## src/common/mcu_defs.svh

```systemverilog
// ##########################################################################
// MCU constants for the interrupt vector layout and the power domain counts
// ##########################################################################

`ifndef MCU_DEFS_SVH
`define MCU_DEFS_SVH

// memory banks with their own switch
`define MCU_NUM_BANKS 4

// power domains handed to the external subsystem
`define MCU_EXT_DOMAINS 2

// core interrupt vector and its fast field
`define MCU_INTR_W 32
`define MCU_FAST_INTR_W 15

// interrupt lines from the always-on GPIO and the timers
`define MCU_GPIO_AO_W 8
`define MCU_TIMER_W 4

`endif

```

## src/common/mcu_pkg.sv

```systemverilog
// ##########################################################################
// MCU types shared by the power manager and the domain sequencers
// ##########################################################################

`default_nettype none

package mcu_pkg;

  // mode requested for one power domain
  typedef enum logic [1:0] {
    PWR_ON     = 2'd0,
    PWR_RETAIN = 2'd1,
    PWR_OFF    = 2'd2
  } pwr_mode_e;

  // sequencer state, one step per control output change
  typedef enum logic [3:0] {
    ST_ON      = 4'd0,
    ST_CLK_OFF = 4'd1,
    ST_ISO_ON  = 4'd2,
    ST_RST_ON  = 4'd3,
    ST_SW_OFF  = 4'd4,
    ST_OFF     = 4'd5,
    ST_RET     = 4'd6,
    ST_SW_ON   = 4'd7,
    ST_RST_OFF = 4'd8,
    ST_ISO_OFF = 4'd9,
    ST_RET_OFF = 4'd10
  } pwr_state_e;

endpackage

`default_nettype wire

```

## src/common/pwr_ctrl_if.sv

```systemverilog
// ##########################################################################
// Control bundle of one power domain, all signals active low
// ##########################################################################

`timescale 1ns/10ps
`default_nettype none

interface pwr_ctrl_if;

  logic pwrgate_en_n;
  logic pwrgate_ack_n;
  logic isogate_en_n;
  logic rst_n;
  logic retentive_en_n;
  logic clkgate_en_n;

  // sequencer side drives the bundle and watches the switch
  modport seq (
    output pwrgate_en_n, isogate_en_n, rst_n, retentive_en_n, clkgate_en_n,
    input  pwrgate_ack_n
  );

  modport mgr (
    input  pwrgate_en_n, isogate_en_n, rst_n, retentive_en_n, clkgate_en_n,
    output pwrgate_ack_n
  );

endinterface

`default_nettype wire

```

## src/power_manager/power_manager.sv

```systemverilog
// ##########################################################################
// Power manager, picks the CPU mode and sequences every power domain
// ##########################################################################

`timescale 1ns/10ps
`default_nettype none

`include "mcu_defs.svh"

module power_manager (
  input  logic                        clk_i,
  input  logic                        reset_i,
  input  logic                        wake_i,
  input  logic                        cpu_sleep_i,
  input  logic                        cpu_powergate_en_i,
  input  logic                        debug_ndmreset_i,
  input  mcu_pkg::pwr_mode_e          peripheral_mode_i,
  input  mcu_pkg::pwr_mode_e          bank_mode_i [`MCU_NUM_BANKS],
  input  mcu_pkg::pwr_mode_e          ext_mode_i [`MCU_EXT_DOMAINS],
  output logic                        cpu_switch_no,
  output logic                        cpu_iso_no,
  output logic                        cpu_rst_no,
  input  logic                        cpu_switch_ack_ni,
  output logic                        peripheral_switch_no,
  output logic                        peripheral_iso_no,
  output logic                        peripheral_rst_no,
  output logic                        peripheral_retentive_no,
  output logic                        peripheral_clkgate_en_no,
  input  logic                        peripheral_switch_ack_ni,
  output logic [`MCU_NUM_BANKS-1:0]   bank_switch_no,
  output logic [`MCU_NUM_BANKS-1:0]   bank_iso_no,
  output logic [`MCU_NUM_BANKS-1:0]   bank_rst_no,
  output logic [`MCU_NUM_BANKS-1:0]   bank_retentive_no,
  output logic [`MCU_NUM_BANKS-1:0]   bank_clkgate_en_no,
  input  logic [`MCU_NUM_BANKS-1:0]   bank_switch_ack_ni,
  output logic [`MCU_EXT_DOMAINS-1:0] ext_switch_no,
  output logic [`MCU_EXT_DOMAINS-1:0] ext_iso_no,
  output logic [`MCU_EXT_DOMAINS-1:0] ext_rst_no,
  output logic [`MCU_EXT_DOMAINS-1:0] ext_retentive_no,
  output logic [`MCU_EXT_DOMAINS-1:0] ext_clkgate_en_no,
  input  logic [`MCU_EXT_DOMAINS-1:0] ext_switch_ack_ni
);

  // domain order: cpu, peripheral, banks, external
  localparam int NB      = `MCU_NUM_BANKS;
  localparam int NE      = `MCU_EXT_DOMAINS;
  localparam int NUM_DOM = 2 + NB + NE;

  mcu_pkg::pwr_mode_e   dom_mode [NUM_DOM];
  logic [NUM_DOM-1:0]   dom_on;
  logic [NUM_DOM-1:0]   sw_n, iso_n, rst_n, ret_n, clk_n, ack_n;
  logic                 wake_pend_q;

  pwr_ctrl_if dom_if [NUM_DOM] ();

  // a wake stays pending until the CPU domain is back on
  always_ff @(posedge clk_i) begin
    if (reset_i) begin
      wake_pend_q <= 1'b0;
    end else if (wake_i) begin
      wake_pend_q <= 1'b1;
    end else if (dom_on[0]) begin
      wake_pend_q <= 1'b0;
    end
  end

  assign dom_mode[0] = (cpu_sleep_i && cpu_powergate_en_i && !wake_pend_q) ?
                       mcu_pkg::PWR_OFF : mcu_pkg::PWR_ON;
  assign dom_mode[1] = peripheral_mode_i;

  for (genvar b = 0; b < NB; b++) begin : g_bank_mode
    assign dom_mode[2+b] = bank_mode_i[b];
  end

  for (genvar e = 0; e < NE; e++) begin : g_ext_mode
    assign dom_mode[2+NB+e] = ext_mode_i[e];
  end

  assign ack_n = {ext_switch_ack_ni, bank_switch_ack_ni, peripheral_switch_ack_ni,
                  cpu_switch_ack_ni};

  for (genvar d = 0; d < NUM_DOM; d++) begin : g_dom
    pwr_domain_fsm u_fsm (
      .clk_i   (clk_i),
      .reset_i (reset_i),
      .mode_i  (dom_mode[d]),
      .is_on_o (dom_on[d]),
      .ctrl    (dom_if[d].seq)
    );

    assign sw_n[d]                 = dom_if[d].pwrgate_en_n;
    assign iso_n[d]                = dom_if[d].isogate_en_n;
    assign rst_n[d]                = dom_if[d].rst_n & ~debug_ndmreset_i;
    assign ret_n[d]                = dom_if[d].retentive_en_n;
    assign clk_n[d]                = dom_if[d].clkgate_en_n;
    assign dom_if[d].pwrgate_ack_n = ack_n[d];
  end

  assign cpu_switch_no = sw_n[0];
  assign cpu_iso_no    = iso_n[0];
  assign cpu_rst_no    = rst_n[0];

  assign peripheral_switch_no     = sw_n[1];
  assign peripheral_iso_no        = iso_n[1];
  assign peripheral_rst_no        = rst_n[1];
  assign peripheral_retentive_no  = ret_n[1];
  assign peripheral_clkgate_en_no = clk_n[1];

  assign bank_switch_no     = sw_n[2 +: NB];
  assign bank_iso_no        = iso_n[2 +: NB];
  assign bank_rst_no        = rst_n[2 +: NB];
  assign bank_retentive_no  = ret_n[2 +: NB];
  assign bank_clkgate_en_no = clk_n[2 +: NB];

  assign ext_switch_no     = sw_n[2+NB +: NE];
  assign ext_iso_no        = iso_n[2+NB +: NE];
  assign ext_rst_no        = rst_n[2+NB +: NE];
  assign ext_retentive_no  = ret_n[2+NB +: NE];
  assign ext_clkgate_en_no = clk_n[2+NB +: NE];

endmodule

`default_nettype wire

```

## src/power_manager/pwr_domain_fsm.sv

```systemverilog
// ##########################################################################
// Power domain sequencer, steps one domain between on, retention and off
// ##########################################################################

`timescale 1ns/10ps
`default_nettype none

module pwr_domain_fsm (
  input  logic              clk_i,
  input  logic              reset_i,
  input  mcu_pkg::pwr_mode_e mode_i,
  output logic              is_on_o,
  pwr_ctrl_if.seq           ctrl
);

  mcu_pkg::pwr_state_e state_q;
  mcu_pkg::pwr_state_e state_d;
  // target of the power down in flight, off or retention
  logic                to_off_q;

  always_comb begin
    state_d = state_q;
    unique case (state_q)
      mcu_pkg::ST_ON: begin
        if (mode_i != mcu_pkg::PWR_ON) begin
          state_d = mcu_pkg::ST_CLK_OFF;
        end
      end
      mcu_pkg::ST_CLK_OFF: state_d = mcu_pkg::ST_ISO_ON;
      mcu_pkg::ST_ISO_ON:  state_d = to_off_q ? mcu_pkg::ST_RST_ON : mcu_pkg::ST_RET;
      mcu_pkg::ST_RST_ON:  state_d = mcu_pkg::ST_SW_OFF;
      mcu_pkg::ST_SW_OFF: begin
        // switch cells may take any number of cycles
        if (!ctrl.pwrgate_ack_n) begin
          state_d = mcu_pkg::ST_OFF;
        end
      end
      mcu_pkg::ST_OFF: begin
        if (mode_i != mcu_pkg::PWR_OFF) begin
          state_d = mcu_pkg::ST_SW_ON;
        end
      end
      mcu_pkg::ST_RET: begin
        if (mode_i != mcu_pkg::PWR_RETAIN) begin
          state_d = mcu_pkg::ST_RET_OFF;
        end
      end
      mcu_pkg::ST_SW_ON: begin
        if (ctrl.pwrgate_ack_n) begin
          state_d = mcu_pkg::ST_RST_OFF;
        end
      end
      mcu_pkg::ST_RST_OFF: state_d = mcu_pkg::ST_ISO_OFF;
      mcu_pkg::ST_RET_OFF: state_d = mcu_pkg::ST_ISO_OFF;
      mcu_pkg::ST_ISO_OFF: state_d = mcu_pkg::ST_ON;
      default:             state_d = mcu_pkg::ST_ON;
    endcase
  end

  always_ff @(posedge clk_i) begin
    if (reset_i) begin
      state_q  <= mcu_pkg::ST_ON;
      to_off_q <= 1'b0;
    end else begin
      state_q <= state_d;
      if (state_q == mcu_pkg::ST_ON) begin
        to_off_q <= (mode_i == mcu_pkg::PWR_OFF);
      end
    end
  end

  // control outputs follow the state directly
  always_comb begin
    ctrl.clkgate_en_n   = 1'b1;
    ctrl.isogate_en_n   = 1'b1;
    ctrl.rst_n          = 1'b1;
    ctrl.pwrgate_en_n   = 1'b1;
    ctrl.retentive_en_n = 1'b1;
    unique case (state_q)
      mcu_pkg::ST_CLK_OFF, mcu_pkg::ST_ISO_OFF: begin
        ctrl.clkgate_en_n = 1'b0;
      end
      mcu_pkg::ST_ISO_ON, mcu_pkg::ST_RST_OFF: begin
        ctrl.clkgate_en_n = 1'b0;
        ctrl.isogate_en_n = 1'b0;
      end
      mcu_pkg::ST_RST_ON, mcu_pkg::ST_SW_ON: begin
        ctrl.clkgate_en_n = 1'b0;
        ctrl.isogate_en_n = 1'b0;
        ctrl.rst_n        = 1'b0;
      end
      mcu_pkg::ST_SW_OFF, mcu_pkg::ST_OFF: begin
        ctrl.clkgate_en_n = 1'b0;
        ctrl.isogate_en_n = 1'b0;
        ctrl.rst_n        = 1'b0;
        ctrl.pwrgate_en_n = 1'b0;
      end
      mcu_pkg::ST_RET: begin
        ctrl.clkgate_en_n   = 1'b0;
        ctrl.isogate_en_n   = 1'b0;
        ctrl.retentive_en_n = 1'b0;
      end
      mcu_pkg::ST_RET_OFF: begin
        ctrl.clkgate_en_n = 1'b0;
        ctrl.isogate_en_n = 1'b0;
      end
      default: ;
    endcase
  end

  assign is_on_o = (state_q == mcu_pkg::ST_ON);

  // isolation was already in place the cycle before the switch opened
  a_iso_before_sw: assert property (
    @(posedge clk_i) disable iff (reset_i)
    !ctrl.pwrgate_en_n |-> !ctrl.isogate_en_n && $past(!ctrl.isogate_en_n)
  ) else $error("pwr_domain_fsm: switch off without isolation");

  // reset is held through the switch off and the first cycle of power up
  a_rst_with_sw: assert property (
    @(posedge clk_i) disable iff (reset_i)
    !ctrl.pwrgate_en_n |-> !ctrl.rst_n ##1 !ctrl.rst_n
  ) else $error("pwr_domain_fsm: reset released while switch off");

endmodule

`default_nettype wire

```

## src/core_v_mini_mcu.sv

```systemverilog
// ##########################################################################
// MCU top level, interrupt mapping and power domain control
// ##########################################################################

`timescale 1ns/10ps
`default_nettype none

`include "mcu_defs.svh"

module core_v_mini_mcu (
  input  logic                          clk_i,
  input  logic                          reset_i,
  input  logic                          irq_software_i,
  input  logic                          irq_external_i,
  input  logic [`MCU_TIMER_W-1:0]       rv_timer_intr_i,
  input  logic                          dma_done_intr_i,
  input  logic                          spi_intr_i,
  input  logic                          spi_flash_intr_i,
  input  logic [`MCU_GPIO_AO_W-1:0]     gpio_ao_intr_i,
  output logic [`MCU_INTR_W-1:0]        irq_o,
  input  logic                          cpu_sleep_i,
  input  logic                          cpu_powergate_en_i,
  input  logic                          debug_ndmreset_i,
  input  logic [1:0]                    peripheral_mode_i,
  input  logic [2*`MCU_NUM_BANKS-1:0]   bank_mode_i,
  input  logic [2*`MCU_EXT_DOMAINS-1:0] ext_mode_i,
  output logic                          cpu_switch_no,
  output logic                          cpu_iso_no,
  output logic                          cpu_rst_no,
  input  logic                          cpu_switch_ack_ni,
  output logic                          peripheral_switch_no,
  output logic                          peripheral_iso_no,
  output logic                          peripheral_rst_no,
  output logic                          peripheral_retentive_no,
  output logic                          peripheral_clkgate_en_no,
  input  logic                          peripheral_switch_ack_ni,
  output logic [`MCU_NUM_BANKS-1:0]     bank_switch_no,
  output logic [`MCU_NUM_BANKS-1:0]     bank_iso_no,
  output logic [`MCU_NUM_BANKS-1:0]     bank_rst_no,
  output logic [`MCU_NUM_BANKS-1:0]     bank_retentive_no,
  output logic [`MCU_NUM_BANKS-1:0]     bank_clkgate_en_no,
  input  logic [`MCU_NUM_BANKS-1:0]     bank_switch_ack_ni,
  output logic [`MCU_EXT_DOMAINS-1:0]   ext_switch_no,
  output logic [`MCU_EXT_DOMAINS-1:0]   ext_iso_no,
  output logic [`MCU_EXT_DOMAINS-1:0]   ext_rst_no,
  output logic [`MCU_EXT_DOMAINS-1:0]   ext_retentive_no,
  output logic [`MCU_EXT_DOMAINS-1:0]   ext_clkgate_en_no,
  input  logic [`MCU_EXT_DOMAINS-1:0]   ext_switch_ack_ni
);

  logic               wake;
  mcu_pkg::pwr_mode_e bank_mode [`MCU_NUM_BANKS];
  mcu_pkg::pwr_mode_e ext_mode [`MCU_EXT_DOMAINS];

  // mode fields arrive packed two bits per domain
  for (genvar b = 0; b < `MCU_NUM_BANKS; b++) begin : g_bank_mode
    assign bank_mode[b] = mcu_pkg::pwr_mode_e'(bank_mode_i[2*b +: 2]);
  end

  for (genvar e = 0; e < `MCU_EXT_DOMAINS; e++) begin : g_ext_mode
    assign ext_mode[e] = mcu_pkg::pwr_mode_e'(ext_mode_i[2*e +: 2]);
  end

  irq_mapper u_irq_mapper (
    .clk_i, .reset_i, .irq_software_i, .irq_external_i, .rv_timer_intr_i,
    .dma_done_intr_i, .spi_intr_i, .spi_flash_intr_i, .gpio_ao_intr_i,
    .irq_o,
    .wake_o (wake)
  );

  power_manager u_power_manager (
    .clk_i, .reset_i,
    .wake_i            (wake),
    .cpu_sleep_i, .cpu_powergate_en_i, .debug_ndmreset_i,
    .peripheral_mode_i (mcu_pkg::pwr_mode_e'(peripheral_mode_i)),
    .bank_mode_i       (bank_mode),
    .ext_mode_i        (ext_mode),
    .cpu_switch_no, .cpu_iso_no, .cpu_rst_no, .cpu_switch_ack_ni,
    .peripheral_switch_no, .peripheral_iso_no, .peripheral_rst_no,
    .peripheral_retentive_no, .peripheral_clkgate_en_no, .peripheral_switch_ack_ni,
    .bank_switch_no, .bank_iso_no, .bank_rst_no, .bank_retentive_no,
    .bank_clkgate_en_no, .bank_switch_ack_ni,
    .ext_switch_no, .ext_iso_no, .ext_rst_no, .ext_retentive_no,
    .ext_clkgate_en_no, .ext_switch_ack_ni
  );

endmodule

`default_nettype wire

```

## src/irq_mapper.sv

```systemverilog
// ##########################################################################
// Interrupt mapper, packs the sources into the registered core irq vector
// ##########################################################################

`timescale 1ns/10ps
`default_nettype none

`include "mcu_defs.svh"

module irq_mapper (
  input  logic                      clk_i,
  input  logic                      reset_i,
  input  logic                      irq_software_i,
  input  logic                      irq_external_i,
  input  logic [`MCU_TIMER_W-1:0]   rv_timer_intr_i,
  input  logic                      dma_done_intr_i,
  input  logic                      spi_intr_i,
  input  logic                      spi_flash_intr_i,
  input  logic [`MCU_GPIO_AO_W-1:0] gpio_ao_intr_i,
  output logic [`MCU_INTR_W-1:0]    irq_o,
  output logic                      wake_o
);

  // bits that carry no source, everything but 3, 7, 11 and 16 to 30
  localparam logic [`MCU_INTR_W-1:0] RSVD_MASK = ~(32'h7fff_0000 | 32'h0000_0888);

  logic [`MCU_FAST_INTR_W-1:0] fast_intr;
  logic [`MCU_INTR_W-1:0]      intr_d;

  // timer 0 sits in the standard timer slot, the others go fast
  assign fast_intr = {
    1'b0,
    gpio_ao_intr_i,
    spi_flash_intr_i,
    spi_intr_i,
    dma_done_intr_i,
    rv_timer_intr_i[3],
    rv_timer_intr_i[2],
    rv_timer_intr_i[1]
  };

  assign intr_d = {
    1'b0, fast_intr, 4'b0, irq_external_i, 3'b0, rv_timer_intr_i[0], 3'b0, irq_software_i, 3'b0
  };

  always_ff @(posedge clk_i) begin
    if (reset_i) begin
      irq_o  <= '0;
      wake_o <= 1'b0;
    end else begin
      irq_o  <= intr_d;
      wake_o <= |intr_d;
    end
  end

  a_rsvd_zero: assert property (
    @(posedge clk_i) disable iff (reset_i) (irq_o & RSVD_MASK) == '0
  ) else $error("irq_mapper: reserved interrupt bit set, irq_o=%h", irq_o);

endmodule

`default_nettype wire
```

## config.mk

```make
export PLATFORM = sky130hd
export DESIGN_NAME = core_v_mini_mcu
export DESIGN_NICKNAME = d
export VERILOG_FILES = /design/src/common/mcu_pkg.sv /design/src/common/pwr_ctrl_if.sv /design/src/power_manager/power_manager.sv /design/src/power_manager/pwr_domain_fsm.sv /design/src/core_v_mini_mcu.sv /design/src/irq_mapper.sv
export VERILOG_INCLUDE_DIRS = /design/src /design/src/common
export SDC_FILE = /design/constraint.sdc
export NUM_CORES = 1
export LEC_CHECK = 0
export ABC_AREA = 1
export BUFFER_PORTS_ARGS = -buffer_cell sky130_fd_sc_hd__buf_2
export CAP_MARGIN = 20
export CORE_MARGIN = 2
export CORE_UTILIZATION = 48
export CTS_CLUSTER_DIAMETER = 60
export DETAILED_ROUTE_END_ITERATION = 6
export PLACE_DENSITY = 0.77
export SKIP_CTS_REPAIR_TIMING = 1
export SLEW_MARGIN = 20
export SYNTH_ARGS = -nofsm -noshare
export SYNTH_HDL_FRONTEND = slang
export SYNTH_HIERARCHICAL = 1
export SYNTH_SLANG_ARGS = --single-unit
```

## constraint.sdc

```tcl
create_clock -name clk_i -period 1 [get_ports clk_i]
set_input_delay 0.15 -clock clk_i [delete_from_list [all_inputs] [get_ports clk_i]]
set_output_delay 0.15 -clock clk_i [all_outputs]
set_load 0.01 [all_outputs]
```

==> run_results.csv <==
group,metric,value,unit
routing,drc,0,
cells_and_area,register_area,1300,µm²
cells_and_area,multiInputGateArea,2980,µm²
global_route,grt.met2_usage,0.389,
global_route,grt_overflow,0,
setup_path,ff2ff_path_depth,11,
setup_path,path_class,"register to output pin",
placed_design,port_buffers,98,
global_route,grt_max_degree,18,
cells_and_area,utilization,0.795,
setup_path,crit_required,850,ps
timing,fmax,671,MHz
global_route,use_met1,0.269,
placed_design,place_congestion,0.983,
cells_and_area,layout-drive-gt1-share,0.578,
floorplan,start_util,0.491,
min_path,hp-class,"primary input to register",
timing,hold_viol_final,0,
power_and_ir_drop,p_sw_frac,0.463,
power_and_ir_drop,seqPwrFrac,0.206,
synth,yosys_warnings,6,
routing,firstDrtPassIters,5,
clock_network,cts_buffer_depth,2,
power_and_ir_drop,total_power,22.7,mW
clock_network,root_buffer,"clkbuf_8",
cells_and_area,fin_nets,904,
clock_network,cts_tree,"yes",
setup_path,r2r_end,"u_power_manager/g_dom[4].u_fsm/state_q[0]$_SDFFE_PP0P_",
routing,num_vias,5001,
power_and_ir_drop,p_leak,3.46,nW
cells_and_area,design_area,6870,µm²
timing,maxSlewViolCount,0,
flow_run,maxCapViolCount,0,
global_route,antenna_found_initial,0,
power_and_ir_drop,p_int,12.2,mW
global_route,grt_util_met3,0.0336,
timing,setup_viol,76,
clock_network,htree_levels,3,
global_route,grt_pass1_wl,17600,µm
floorplan,die_x,98.0,µm
synth,netlist_area,4240,µm²
placed_design,dpl_cell_area,5500,µm²
power_and_ir_drop,clkPwrFrac,0.095,
cells_and_area,diodes,0,
timing,fin_skew,10.6,ps
setup_path,cp-startpoint,"u_power_manager/g_dom[3].u_fsm/state_q[2]$_SDFFE_PP0P_",
setup_path,r2r_start,"u_power_manager/g_dom[4].u_fsm/state_q[2]$_SDFFE_PP0P_",
timing,finalCriticalPeriod,1490,ps
power_and_ir_drop,power_density,3310,nW/µm²
routing,drtAntennaViolNets,0,
timing,finalWorstSetupSlack,-490,ps
global_route,track_usage,0.218,
global_route,grt_pass1_vias,4175,
routing,wl,13900,µm
power_and_ir_drop,p_switching,10.5,mW
setup_path,end_kind,"output pin",
clock_network,clkLatencyLatePin,340,ps
setup_path,reg2reg_slack,-360,ps
floorplan,dieArea,9610,µm²
clock_network,cts_made_buffers,9,
clock_network,cts.sinks,59,
outcome,status,"complete, but fails checks",
floorplan,coreArea,8640,µm²
timing,fin_setup_tns,-22110,ps
placed_design,dp_hpwl,8490,µm
synth,syn_inst,647,
power_and_ir_drop,comb_power_share,0.698,
setup_path,endpoint,"bank_clkgate_en_no[1]",
routing,viasPerCell,5.14,
floorplan,die_h,98.0,µm
global_route,grt-busiest-layer,"met2",
clock_network,clk_pin_slew_worst_paths,80,ps
synth,syn_avg_cell_area,6.56,µm²
setup_path,startpoint_type,"register",
setup_path,cp_data_arrival_time,1340,ps
power_and_ir_drop,ir_drop,1.99,mV
cells_and_area,syn_to_final_growth,61.8,%
routing,routedWlPerCell,14.3,µm
timing,grt_setup_unrepaired,"yes",
floorplan,ioPinCount,114,
timing,finalCritPeriodShare,1.49,
setup_path,crit_path_max_fanout,3,
cells_and_area,nFillCells,550,
routing,drtIter0Drc,200,
timing,whs,43.1,ps
outcome,violations,"negative setup slack",
floorplan,row_count,34,
==> worst min path at each step <==
stage / startpoint / end / slack [ps] / cells past startpoint
2_1_floorplan: reset_i / u_power_manager/g_dom[2].u_fsm/state_q[3]$_SDFFE_PP0P_ / 210 / 1
3_3_place_gp: irq_software_i / u_irq_mapper/irq_o[3]$_SDFF_PP0_ / 360 / 3
3_5_place_dp: irq_external_i / u_irq_mapper/irq_o[11]$_SDFF_PP0_ / 380 / 3
4_1_cts: irq_external_i / u_irq_mapper/irq_o[11]$_SDFF_PP0_ / 20 / 3
5_1_grt: irq_external_i / u_irq_mapper/irq_o[11]$_SDFF_PP0_ / 30 / 3
6_report: irq_external_i / u_irq_mapper/irq_o[11]$_SDFF_PP0_ / 40 / 3
==> power by group through the flow <==
stage          combinational, mW  sequential (mW)  clock, mW
6_report                    15.8             4.69       2.16
5_1_grt                     17.0             4.81       2.31
4_1_cts                     10.8             4.23       2.19
3_5_place_dp                10.8             4.28          0
3_3_place_gp                10.5             4.24          0
2_1_floorplan               7.54             4.10          0
==> critical path: stages, from the launching register on <==
cell and delay (ps):
dfxtp_4 370, buf_12 120, nor2_4 170, nand2_4 70, a22oi_2 120, buf_2 160
==> cell type report <==
| type | instances | share of cell area |
|---|---|---|
| multi-input cells | 437 | 0.435 |
| repair buffers | 228 | 0.251 |
| flip-flops and latches | 59 | 0.190 |
| inverters | 125 | 0.0774 |
| well taps | 108 | 0.0197 |
| clock buffers | 9 | 0.0180 |
| clock inverters | 7 | 0.0100 |
==> cells in the final DEF (no fill, tap or decap), types with 8 or more instances in the layout <==
cell type / count
nor2_2: 18
a21oi_2: 8
nand3_4: 11
o21ai_1: 19
a21oi_1: 9
inv_2: 10
nand4_1: 8
o21ai_2: 16
dfxtp_4: 32
conb_1: 18
buf_6: 47
nand3_2: 9
nor2_4: 35
inv_1: 91
dfxtp_1: 26
buf_2: 82
buf_4: 96
nand3_1: 13
nand2_1: 107
nor2_1: 53
nand2_2: 39
clkbuf_8: 9
o211ai_1: 8
inv_4: 23
nor3b_2: 8
nand2_4: 26
==> through the flow <==
step,cells,setup WS (ps)
after floorplan,663,-84.7
after global placement,910,-156
after detailed placement,910,-175
after CTS,926,-548
after global routing,973,-561
final,973,-490
==> flip-flops by register name, summed over array words and instances, names as in the netlist <==
signal and flops:
u_power_manager/g_dom.u_fsm/state_q 32, u_irq_mapper/irq_o 17, u_power_manager/g_dom.u_fsm/to_off_q 8, u_irq_mapper/wake_o 1, u_power_manager/wake_pend_q 1
==> metal layers <==
metal	vias to the layer above	part of all wire
met5	-	0
li1	2402	-
met4	0	0.022
met1	2354	0.38
met3	33	0.058
met2	212	0.54
Note: power is estimated with default switching activity, not from simulation.
